$ cat config.mk
export PLATFORM = sky130hd
export DESIGN_NAME = rx_framer_top
export DESIGN_NICKNAME = d
export VERILOG_FILES = /design/src/rx_framer_pkg.sv /design/src/rx_framer_top.sv /design/src/rx_header_recorder.sv /design/src/rx_packet_assembler.sv /design/src/rx_sample_packer.sv /design/src/rx_sync_fifo.sv
export SDC_FILE = /design/constraint.sdc
export NUM_CORES = 2
export LEC_CHECK = 0
export ABC_AREA = 1
export BUFFER_PORTS_ARGS = -buffer_cell sky130_fd_sc_hd__buf_2
export CELL_PAD_IN_SITES_DETAIL_PLACEMENT = 2
export CELL_PAD_IN_SITES_GLOBAL_PLACEMENT = 2
export CORE_MARGIN = 2
export CORE_UTILIZATION = 30
export CTS_BUF_LIST = sky130_fd_sc_hd__clkbuf_16
export DETAILED_ROUTE_END_ITERATION = 10
export MAX_ROUTING_LAYER = met4
export PLACE_DENSITY = 0.62
export SYNTH_ARGS = -nofsm -noshare
export SYNTH_HDL_FRONTEND = slang
export SYNTH_HIERARCHICAL = 1
export SYNTH_SLANG_ARGS = --single-unit
$ cat constraint.sdc
create_clock -name clk -period 16.55 [get_ports clk]
set_clock_uncertainty 0.05 [all_clocks]
set_input_delay 0.8275 -clock clk [delete_from_list [all_inputs] [get_ports clk]]
set_output_delay 0.8275 -clock clk [all_outputs]
set_load 0.01 [all_outputs]
$ cat src/rx_framer_pkg.sv
package rx_framer_pkg;

   // one received sample and one 64-bit output or storage word
   typedef logic [31:0] sample_t;
   typedef logic [63:0] beat_t;
   typedef logic [63:0] vita_time_t;
   typedef logic [31:0] sid_t;

   // the header sequence field is 12 bits wide and wraps
   typedef logic [11:0] seqnum_t;
   typedef logic [15:0] pkt_len_t;
   typedef logic [15:0] space_t;

   // header store entry, from the top: eob, length, timestamp
   typedef logic [80:0] hdr_entry_t;

   // data store entry, with the last flag above the beat
   typedef logic [64:0] data_entry_t;

   // settings bus addresses
   localparam logic [7:0] SET_ADDR_MAXLEN = 8'd0;
   localparam logic [7:0] SET_ADDR_SID    = 8'd1;

   // store depths as log2 of the entry count
   localparam int DATA_FIFO_LOG2 = 5;
   localparam int HDR_FIFO_LOG2  = 2;

   // full is raised while the data store has this many free entries or fewer
   localparam space_t FULL_MARGIN = 16'd2;

   // credits held by the assembler after reset, and the upper bound
   localparam int CREDIT_MAX = 8;

   // top three bits of every header word
   localparam logic [2:0] HDR_FLAGS = 3'b001;

endpackage

$ cat src/rx_framer_top.sv
module rx_framer_top (
   input  logic                      clk,
   input  logic                      i_rst_n,
   input  logic                      i_clear,
   input  logic                      i_set_stb,
   input  logic [7:0]                i_set_addr,
   input  logic [31:0]               i_set_data,
   input  logic                      i_strobe,
   input  rx_framer_pkg::sample_t    i_sample,
   input  logic                      i_run,
   input  logic                      i_eob,
   input  rx_framer_pkg::vita_time_t i_vita_time,
   output logic                      o_full,
   output rx_framer_pkg::seqnum_t    o_seqnum,
   output logic                      o_valid,
   output rx_framer_pkg::beat_t      o_data,
   output logic                      o_last,
   input  logic                      i_credit
);
   import rx_framer_pkg::*;

   logic        sample_take;
   logic        pkt_end;
   logic        dfifo_wr;
   logic        dfifo_rd;
   logic        dfifo_not_empty;
   space_t      dfifo_space;
   data_entry_t dfifo_wr_data;
   data_entry_t dfifo_rd_data;
   logic        hfifo_wr;
   logic        hfifo_rd;
   logic        hfifo_not_empty;
   logic        hfifo_full;
   hdr_entry_t  hfifo_wr_data;
   hdr_entry_t  hfifo_rd_data;

   rx_sample_packer packer (
      .clk(clk), .i_rst_n(i_rst_n), .i_clear(i_clear),
      .i_set_stb(i_set_stb), .i_set_addr(i_set_addr), .i_set_data(i_set_data),
      .i_strobe(i_strobe), .i_run(i_run), .i_eob(i_eob), .i_sample(i_sample),
      .i_dfifo_space(dfifo_space), .i_hfifo_full(hfifo_full), .o_full(o_full),
      .o_sample_take(sample_take), .o_pkt_end(pkt_end),
      .o_dfifo_wr(dfifo_wr), .o_dfifo_data(dfifo_wr_data)
   );

   rx_header_recorder recorder (
      .clk(clk), .i_rst_n(i_rst_n), .i_clear(i_clear),
      .i_sample_take(sample_take), .i_pkt_end(pkt_end), .i_eob(i_eob),
      .i_vita_time(i_vita_time), .o_hfifo_wr(hfifo_wr), .o_hfifo_data(hfifo_wr_data)
   );

   rx_sync_fifo #(.WIDTH($bits(data_entry_t)), .DEPTH_LOG2(DATA_FIFO_LOG2)) data_fifo (
      .clk(clk), .i_rst_n(i_rst_n), .i_clear(i_clear),
      .i_wr_en(dfifo_wr), .i_wr_data(dfifo_wr_data),
      .i_rd_en(dfifo_rd), .o_rd_data(dfifo_rd_data),
      .o_not_empty(dfifo_not_empty), .o_full(), .o_space(dfifo_space)
   );

   rx_sync_fifo #(.WIDTH($bits(hdr_entry_t)), .DEPTH_LOG2(HDR_FIFO_LOG2)) hdr_fifo (
      .clk(clk), .i_rst_n(i_rst_n), .i_clear(i_clear),
      .i_wr_en(hfifo_wr), .i_wr_data(hfifo_wr_data),
      .i_rd_en(hfifo_rd), .o_rd_data(hfifo_rd_data),
      .o_not_empty(hfifo_not_empty), .o_full(hfifo_full), .o_space()
   );

   rx_packet_assembler assembler (
      .clk(clk), .i_rst_n(i_rst_n), .i_clear(i_clear),
      .i_set_stb(i_set_stb), .i_set_addr(i_set_addr), .i_set_data(i_set_data),
      .i_hdr_valid(hfifo_not_empty), .i_hdr_entry(hfifo_rd_data),
      .i_data_valid(dfifo_not_empty), .i_data_entry(dfifo_rd_data),
      .i_credit(i_credit), .o_hdr_pop(hfifo_rd), .o_data_pop(dfifo_rd),
      .o_valid(o_valid), .o_data(o_data), .o_last(o_last), .o_seqnum(o_seqnum)
   );

endmodule

$ cat src/rx_header_recorder.sv
module rx_header_recorder (
   input  logic                      clk,
   input  logic                      i_rst_n,
   input  logic                      i_clear,
   input  logic                      i_sample_take,
   input  logic                      i_pkt_end,
   input  logic                      i_eob,
   input  rx_framer_pkg::vita_time_t i_vita_time,
   output logic                      o_hfifo_wr,
   output rx_framer_pkg::hdr_entry_t o_hfifo_data
);
   import rx_framer_pkg::*;

   logic       in_pkt;
   pkt_len_t   count;
   pkt_len_t   pkt_len;
   vita_time_t hold_time;
   vita_time_t pkt_time;

   always_ff @(posedge clk or negedge i_rst_n)
   begin
      if (!i_rst_n)
      begin
         in_pkt <= 1'b0;
         count  <= '0;
      end
      else if (i_clear)
      begin
         in_pkt <= 1'b0;
         count  <= '0;
      end
      else if (i_sample_take)
      begin
         in_pkt <= !i_pkt_end;
         if (i_pkt_end)
            count <= '0;
         else
            count <= count + 16'd1;
      end
   end

   // timestamp of the first sample in the packet
   always_ff @(posedge clk)
   begin
      if (i_sample_take && !in_pkt)
         hold_time <= i_vita_time;
   end

   // a one-sample packet has not captured its time yet, so take it live
   assign pkt_time = in_pkt ? hold_time : i_vita_time;
   assign pkt_len  = count + 16'd1;

   assign o_hfifo_wr   = i_sample_take && i_pkt_end;
   assign o_hfifo_data = {i_eob, pkt_len, pkt_time};

endmodule

$ cat src/rx_packet_assembler.sv
module rx_packet_assembler (
   input  logic                       clk,
   input  logic                       i_rst_n,
   input  logic                       i_clear,
   input  logic                       i_set_stb,
   input  logic [7:0]                 i_set_addr,
   input  logic [31:0]                i_set_data,
   input  logic                       i_hdr_valid,
   input  rx_framer_pkg::hdr_entry_t  i_hdr_entry,
   input  logic                       i_data_valid,
   input  rx_framer_pkg::data_entry_t i_data_entry,
   input  logic                       i_credit,
   output logic                       o_hdr_pop,
   output logic                       o_data_pop,
   output logic                       o_valid,
   output rx_framer_pkg::beat_t       o_data,
   output logic                       o_last,
   output rx_framer_pkg::seqnum_t     o_seqnum
);
   import rx_framer_pkg::*;

   typedef enum logic [1:0] {ASM_IDLE, ASM_HEAD, ASM_TIME, ASM_BODY} asm_state_e;
   typedef logic [$clog2(CREDIT_MAX + 1)-1:0] credit_t;

   asm_state_e state;
   sid_t       sid;
   seqnum_t    seqnum;
   credit_t    credits;
   logic       sid_wr;
   logic       have_credit;
   logic       hdr_eob;
   pkt_len_t   hdr_len;
   vita_time_t hdr_time;
   beat_t      hdr_beat;

   assign sid_wr = i_set_stb && (i_set_addr == SET_ADDR_SID);

   always_ff @(posedge clk or negedge i_rst_n)
   begin
      if (!i_rst_n)
         sid <= '0;
      else if (sid_wr)
         sid <= i_set_data;
   end

   // a new stream identifier restarts the packet numbering
   always_ff @(posedge clk or negedge i_rst_n)
   begin
      if (!i_rst_n)
         seqnum <= '0;
      else if (i_clear || sid_wr)
         seqnum <= '0;
      else if (o_valid && o_last)
         seqnum <= seqnum + 12'd1;
   end

   assign have_credit = (credits != '0);

   always_ff @(posedge clk or negedge i_rst_n)
   begin
      if (!i_rst_n)
         credits <= credit_t'(CREDIT_MAX);
      else if (i_clear)
         credits <= credit_t'(CREDIT_MAX);
      else
      begin
         case ({o_valid, i_credit})
            2'b10:   credits <= credits - credit_t'(1);
            2'b01:   credits <= credits + credit_t'(1);
            default: credits <= credits;
         endcase
      end
   end

   // a header entry means the whole packet is already in the data store
   always_ff @(posedge clk or negedge i_rst_n)
   begin
      if (!i_rst_n)
         state <= ASM_IDLE;
      else if (i_clear)
         state <= ASM_IDLE;
      else
      begin
         case (state)
            ASM_IDLE:
               if (i_hdr_valid)
                  state <= ASM_HEAD;
            ASM_HEAD:
               if (o_valid)
                  state <= ASM_TIME;
            ASM_TIME:
               if (o_valid)
                  state <= ASM_BODY;
            ASM_BODY:
               if (o_valid && o_last)
                  state <= ASM_IDLE;
            default:
               state <= ASM_IDLE;
         endcase
      end
   end

   assign hdr_eob  = i_hdr_entry[80];
   assign hdr_len  = i_hdr_entry[79:64];
   assign hdr_time = i_hdr_entry[63:0];
   assign hdr_beat = {HDR_FLAGS, hdr_eob, seqnum, hdr_len, sid};

   assign o_valid = have_credit && ((state == ASM_HEAD) || (state == ASM_TIME) ||
                                    ((state == ASM_BODY) && i_data_valid));
   assign o_last  = o_valid && (state == ASM_BODY) && i_data_entry[64];

   always_comb
   begin
      case (state)
         ASM_HEAD: o_data = hdr_beat;
         ASM_TIME: o_data = hdr_time;
         default:  o_data = i_data_entry[63:0];
      endcase
   end

   // the header entry stays at the head until its final body beat is sent
   assign o_hdr_pop  = o_valid && o_last;
   assign o_data_pop = o_valid && (state == ASM_BODY);
   assign o_seqnum   = seqnum;

   // the downstream side never returns more credits than it was given
   a_credit_bound: assert property (@(posedge clk) disable iff (!i_rst_n)
      credits <= credit_t'(CREDIT_MAX))
      else $error("credit count above its maximum");

endmodule

$ cat src/rx_sample_packer.sv
module rx_sample_packer (
   input  logic                       clk,
   input  logic                       i_rst_n,
   input  logic                       i_clear,
   input  logic                       i_set_stb,
   input  logic [7:0]                 i_set_addr,
   input  logic [31:0]                i_set_data,
   input  logic                       i_strobe,
   input  logic                       i_run,
   input  logic                       i_eob,
   input  rx_framer_pkg::sample_t     i_sample,
   input  rx_framer_pkg::space_t      i_dfifo_space,
   input  logic                       i_hfifo_full,
   output logic                       o_full,
   output logic                       o_sample_take,
   output logic                       o_pkt_end,
   output logic                       o_dfifo_wr,
   output rx_framer_pkg::data_entry_t o_dfifo_data
);
   import rx_framer_pkg::*;

   typedef enum logic {PACK_EMPTY, PACK_HALF} pack_state_e;

   pack_state_e state;
   pkt_len_t    maxlen;
   pkt_len_t    count;
   sample_t     holding;
   logic        take;
   logic        at_max;

   // maximum packet length in samples
   always_ff @(posedge clk or negedge i_rst_n)
   begin
      if (!i_rst_n)
         maxlen <= '0;
      else if (i_set_stb && (i_set_addr == SET_ADDR_MAXLEN))
         maxlen <= i_set_data[15:0];
   end

   assign take   = i_strobe && i_run;
   // count holds the samples already taken, so this sample is the maxlen-th one
   assign at_max = (count >= (maxlen - 16'd1));

   // keep two entries in reserve so that a sample taken during full still fits
   assign o_full = (i_dfifo_space <= FULL_MARGIN) || i_hfifo_full;

   assign o_sample_take = take;
   assign o_pkt_end     = take && (i_eob || at_max || o_full);

   // a word goes out once a pair is complete or the packet closes on a lone sample
   assign o_dfifo_wr   = take && ((state == PACK_HALF) || o_pkt_end);
   assign o_dfifo_data = (state == PACK_HALF) ? {o_pkt_end, holding, i_sample}
                                              : {o_pkt_end, i_sample, sample_t'(0)};

   always_ff @(posedge clk or negedge i_rst_n)
   begin
      if (!i_rst_n)
      begin
         state <= PACK_EMPTY;
         count <= '0;
      end
      else if (i_clear)
      begin
         state <= PACK_EMPTY;
         count <= '0;
      end
      else if (take)
      begin
         if (o_pkt_end)
            count <= '0;
         else
            count <= count + 16'd1;

         if (state == PACK_EMPTY && !o_pkt_end)
            state <= PACK_HALF;
         else
            state <= PACK_EMPTY;
      end
   end

   // the earlier sample of a pair waits here for its partner
   always_ff @(posedge clk)
   begin
      if (take && (state == PACK_EMPTY))
         holding <= i_sample;
   end

   // maxlen has to be set before samples flow, and pairs need room for two
   a_maxlen_valid: assert property (@(posedge clk) disable iff (!i_rst_n)
      take |-> (maxlen >= 16'd2))
      else $error("sample accepted with maxlen below 2");

endmodule

$ cat src/rx_sync_fifo.sv
module rx_sync_fifo #(
   parameter int WIDTH      = 65,
   parameter int DEPTH_LOG2 = 5
) (
   input  logic                  clk,
   input  logic                  i_rst_n,
   input  logic                  i_clear,
   input  logic                  i_wr_en,
   input  logic [WIDTH-1:0]      i_wr_data,
   input  logic                  i_rd_en,
   output logic [WIDTH-1:0]      o_rd_data,
   output logic                  o_not_empty,
   output logic                  o_full,
   output rx_framer_pkg::space_t o_space
);
   import rx_framer_pkg::*;

   localparam int DEPTH = 1 << DEPTH_LOG2;

   logic [WIDTH-1:0]      mem [DEPTH];
   logic [DEPTH_LOG2-1:0] wr_ptr;
   logic [DEPTH_LOG2-1:0] rd_ptr;
   logic [DEPTH_LOG2:0]   count;
   logic                  do_wr;
   logic                  do_rd;

   assign do_wr = i_wr_en && !o_full;
   assign do_rd = i_rd_en && o_not_empty;

   always_ff @(posedge clk or negedge i_rst_n)
   begin
      if (!i_rst_n)
      begin
         wr_ptr <= '0;
         rd_ptr <= '0;
         count  <= '0;
      end
      else if (i_clear)
      begin
         wr_ptr <= '0;
         rd_ptr <= '0;
         count  <= '0;
      end
      else
      begin
         if (do_wr)
            wr_ptr <= wr_ptr + 1'b1;
         if (do_rd)
            rd_ptr <= rd_ptr + 1'b1;
         case ({do_wr, do_rd})
            2'b10:   count <= count + 1'b1;
            2'b01:   count <= count - 1'b1;
            default: count <= count;
         endcase
      end
   end

   always_ff @(posedge clk)
   begin
      if (do_wr)
         mem[wr_ptr] <= i_wr_data;
   end

   // the head entry is read straight from the storage registers
   assign o_rd_data   = mem[rd_ptr];
   assign o_not_empty = (count != '0);
   assign o_full      = (count == DEPTH);
   assign o_space     = space_t'(DEPTH) - space_t'(count);

   // the writer and the reader both follow the flags of the store
   a_no_overflow: assert property (@(posedge clk) disable iff (!i_rst_n)
      !(i_wr_en && o_full))
      else $error("write into a full store");

   a_no_underflow: assert property (@(posedge clk) disable iff (!i_rst_n)
      !(i_rd_en && !o_not_empty))
      else $error("read from an empty store");

endmodule

==> results.tsv <==
stage	metric	value	unit
min_path	worst_hold_startpoint	i_sample[9]	
global_routing	grt_use_total	23.2	%
clocking	max-clock-path-buffers	4	
flow_run	drv_cap	0	
worst_setup_path	cp.required	15.67	ns
routing	route.detailed.drc	0	
worst_setup_path	timing.critical_path.from_type	register	
routing	viasPerCell	5.47	
global_routing	grt_start_max_net_pins	169	
die	chipHeight	598	um
clocking	clk_root_buffer_cell	sky130_fd_sc_hd__clkbuf_16	
clocking	postCtsSetupBuffers	0	
routing	wirelength	412000	um
clocking	cts_buffers	301	
layout	mostFrequentLayoutCells	sky130_fd_sc_hd__edfxtp_1, sky130_fd_sc_hd__nor2_1, sky130_fd_sc_hd__o21ai_0, sky130_fd_sc_hd__nand2_1, sky130_fd_sc_hd__o22ai_1	
routing	dr.first_iter.drc_count	6665	
die	floorplan.die_area	358000	um^2
worst_setup_path	worst_r2r_startpoint	packer/maxlen[0]$_DFFE_PN0P_	
routing	via_count	73200	
yosys	yosys_warnings	6	
worst_setup_path	worstPathArrival	6.75	ns
global_routing	vias_in_the_first_global_route	77600	
pwr	combinationalPowerShare	14.6	%
pwr	worst_ir_drop_vdd	74.8	uV
clocking	clock_tree.htree_level_count	5	
pwr	internal_power	11900	uW
yosys	synth_fp_nets	8553	
timing	setup_viol	0	
min_path	holdCritPathClass	input pin to register	
timing	actual_transition_at_the_worst_max_transition_pin	1.44	ns
pwr	power.share.sequential	46.7	%
pwr	sw_frac_of_total	28.9	%
worst_setup_path	critical_path_class	register to primary output	
run_status	run_status	completed	
pwr	power.static_leakage	0.0413	uW
worst_setup_path	critical_path.max_fanout	168	
pwr	power.switching	4830	uW
timing	unrepaired_setup_endpoints_after_global_routing	false	
routing	routedWlPerCell	30.7	um
timing	hold_violations	0	
clocking	tritoncts	yes	
pwr	power_per_cell_area	138	nW/um^2
worst_setup_path	reg2reg_to	data_fifo/mem[13][23]$_DFFE_PP_	
timing	period_needed	7.63	ns
clocking	clk_pin_slew_worst_paths	0.06	ns
global_routing	antenna_found_initial	26	
routing	post_detailed_route_count_of_antenna_violating_nets	0	
yosys	post_synth.cell_area_avg	12.6	um^2
placed_design	dpl_worst_slack	9.99	ns
placed_design	globalplace.congestion	0.798	
yosys	post_synth_instance_area	106000	um^2
worst_setup_path	timing.critical_path.to_type	primary output	
timing	tns	0	ns
global_routing	global_route.overflow_total	0	
timing	setup_ws	8.92	ns
clocking	clkSinkCount	2623	
layout	layout_commonest_cell	sky130_fd_sc_hd__edfxtp_1	
placed_design	portbufs	222	
timing	drv_slew	0	
die	design.portCount	223	
die	placeableCoreArea	352000	um^2
layout	area_growth_syn_to_layout	14.8	%
timing	fin_crit_share	46.1	%
yosys	syn_inst_count	8367	
routing	detail_route.first_pass.iterations	5	
timing	max_clock_freq	131	MHz
layout	fill_cells	36300	
min_path	hold-path-endpoint	packer/holding[9]$_DFFE_PP_	
layout	post_route_cells_drive_above_1_share	10.7	%
timing	slew_headroom	4.22	%
die	dieWidth	598	um
die	start_util	30.1	%
worst_setup_path	rrSetupSlack	10.12	ns
die	fp-row-count	218	
global_routing	grt_first_pass_wirelength	583000	um
min_path	hold_path_depth	1	
clocking	worstSkewPairLatency	0.93	ns
worst_setup_path	reg2reg_depth	21	
layout	nNetsFinal	8709	
pwr	p_clk_share	38.7	%
placed_design	place.detailed.hpwl	239000	um
-- state kept, by name, indices dropped and copies added (netlist names) --
| signal | flops |
|---|---|
| packer/state | 1 |
| data_fifo/count | 6 |
| packer/maxlen | 16 |
| assembler/sid | 32 |
| data_fifo/rd_ptr | 5 |
| data_fifo/wr_ptr | 5 |
| hdr_fifo/rd_ptr | 2 |
| recorder/hold_time | 64 |
| assembler/o_seqnum | 12 |
| assembler/credits | 4 |
| hdr_fifo/mem | 324 |
| assembler/state | 2 |
| hdr_fifo/count | 3 |
| data_fifo/mem | 2080 |
| recorder/count | 16 |
| packer/holding | 32 |
| hdr_fifo/wr_ptr | 2 |
| packer/count | 16 |
| recorder/in_pkt | 1 |
-- metrics by stage --
step           hold slack (ns)  utilization, %  cell area, um^2  total power, uW  instances
5_1_grt                 0.0252            34.5           121000            17200      13400
4_1_cts               0.000513            34.5           121000            16900      13400
6_report                0.0642            34.5           121000            16700      13400
3_5_place_dp             0.427            31.8           112000            10400      12800
2_1_floorplan            0.393               -           106000             9060       8367
3_3_place_gp             0.411            31.8           112000            10300      12800
-- worst max-delay path: stages, from the launching register on --
cell,delay (ns)
sky130_fd_sc_hd__dfrtp_4,0.74
sky130_fd_sc_hd__inv_16,0.57
sky130_fd_sc_hd__buf_4,0.75
sky130_fd_sc_hd__buf_4,0.68
sky130_fd_sc_hd__buf_4,0.77
sky130_fd_sc_hd__o21ai_0,0.21
sky130_fd_sc_hd__o22ai_1,0.22
sky130_fd_sc_hd__nand2_1,0.09
sky130_fd_sc_hd__a31oi_1,0.93
sky130_fd_sc_hd__nand2_1,0.15
sky130_fd_sc_hd__o211ai_1,0.28
sky130_fd_sc_hd__buf_2,0.22
-- metal layers --
layer	up-vias	GRT usage, %	wire length (um)
met4	0	7.14	13700
met3	549	2.54	19600
met5	-	-	0
li1	31100	-	-
met2	1965	38.0	200000
met1	39600	30.2	178000
-- how the worst max path moves through the flow --
stage / startpoint / end / slack, ns / cells after the start
global placement: data_fifo/rd_ptr[1]$_DFFE_PN0P_ / o_data[44] / 9.88 / 11
global route: data_fifo/rd_ptr[0]$_DFFE_PN0P_ / o_data[57] / 8.82 / 13
finish: data_fifo/rd_ptr[0]$_DFFE_PN0P_ / o_data[55] / 8.92 / 11
CTS: data_fifo/rd_ptr[0]$_DFFE_PN0P_ / o_data[35] / 9.02 / 10
detailed placement: packer/maxlen[0]$_DFFE_PN0P_ / data_fifo/mem[13][2]$_DFFE_PP_ / 9.99 / 21
floorplan: packer/maxlen[0]$_DFFE_PN0P_ / data_fifo/mem[7][0]$_DFFE_PP_ / 8.80 / 20
-- final cells by class --
type                       count  area [um^2]  share of cell area, %
clock inverter               236         1680                   1.38
clock buffer                 309         7730                   6.37
antenna                       11         27.5                 0.0227
inverter                     199          798                  0.657
multi-input combinational   4973        24500                   20.1
tap                         4620         5780                   4.76
sequential                  2623        78200                   64.4
timing repair buffer         425         2810                   2.32
-- timing repair --
item	in CTS	in global routing
resized for setup	0	0
hold buffers	19	0
hold endpoints to repair	89	0
-- power by group through the flow --
| stage | clock (uW) | sequential [uW] | combinational (uW) |
|---|---|---|---|
| 3_5_place_dp | 0 | 7960 | 2440 |
| 2_1_floorplan | 0 | 7940 | 1130 |
| 5_1_grt | 6840 | 7830 | 2580 |
| 4_1_cts | 6610 | 7820 | 2460 |
| 3_3_place_gp | 0 | 7950 | 2370 |
| 6_report | 6480 | 7820 | 2450 |
(Power assumes the default switching activity.)
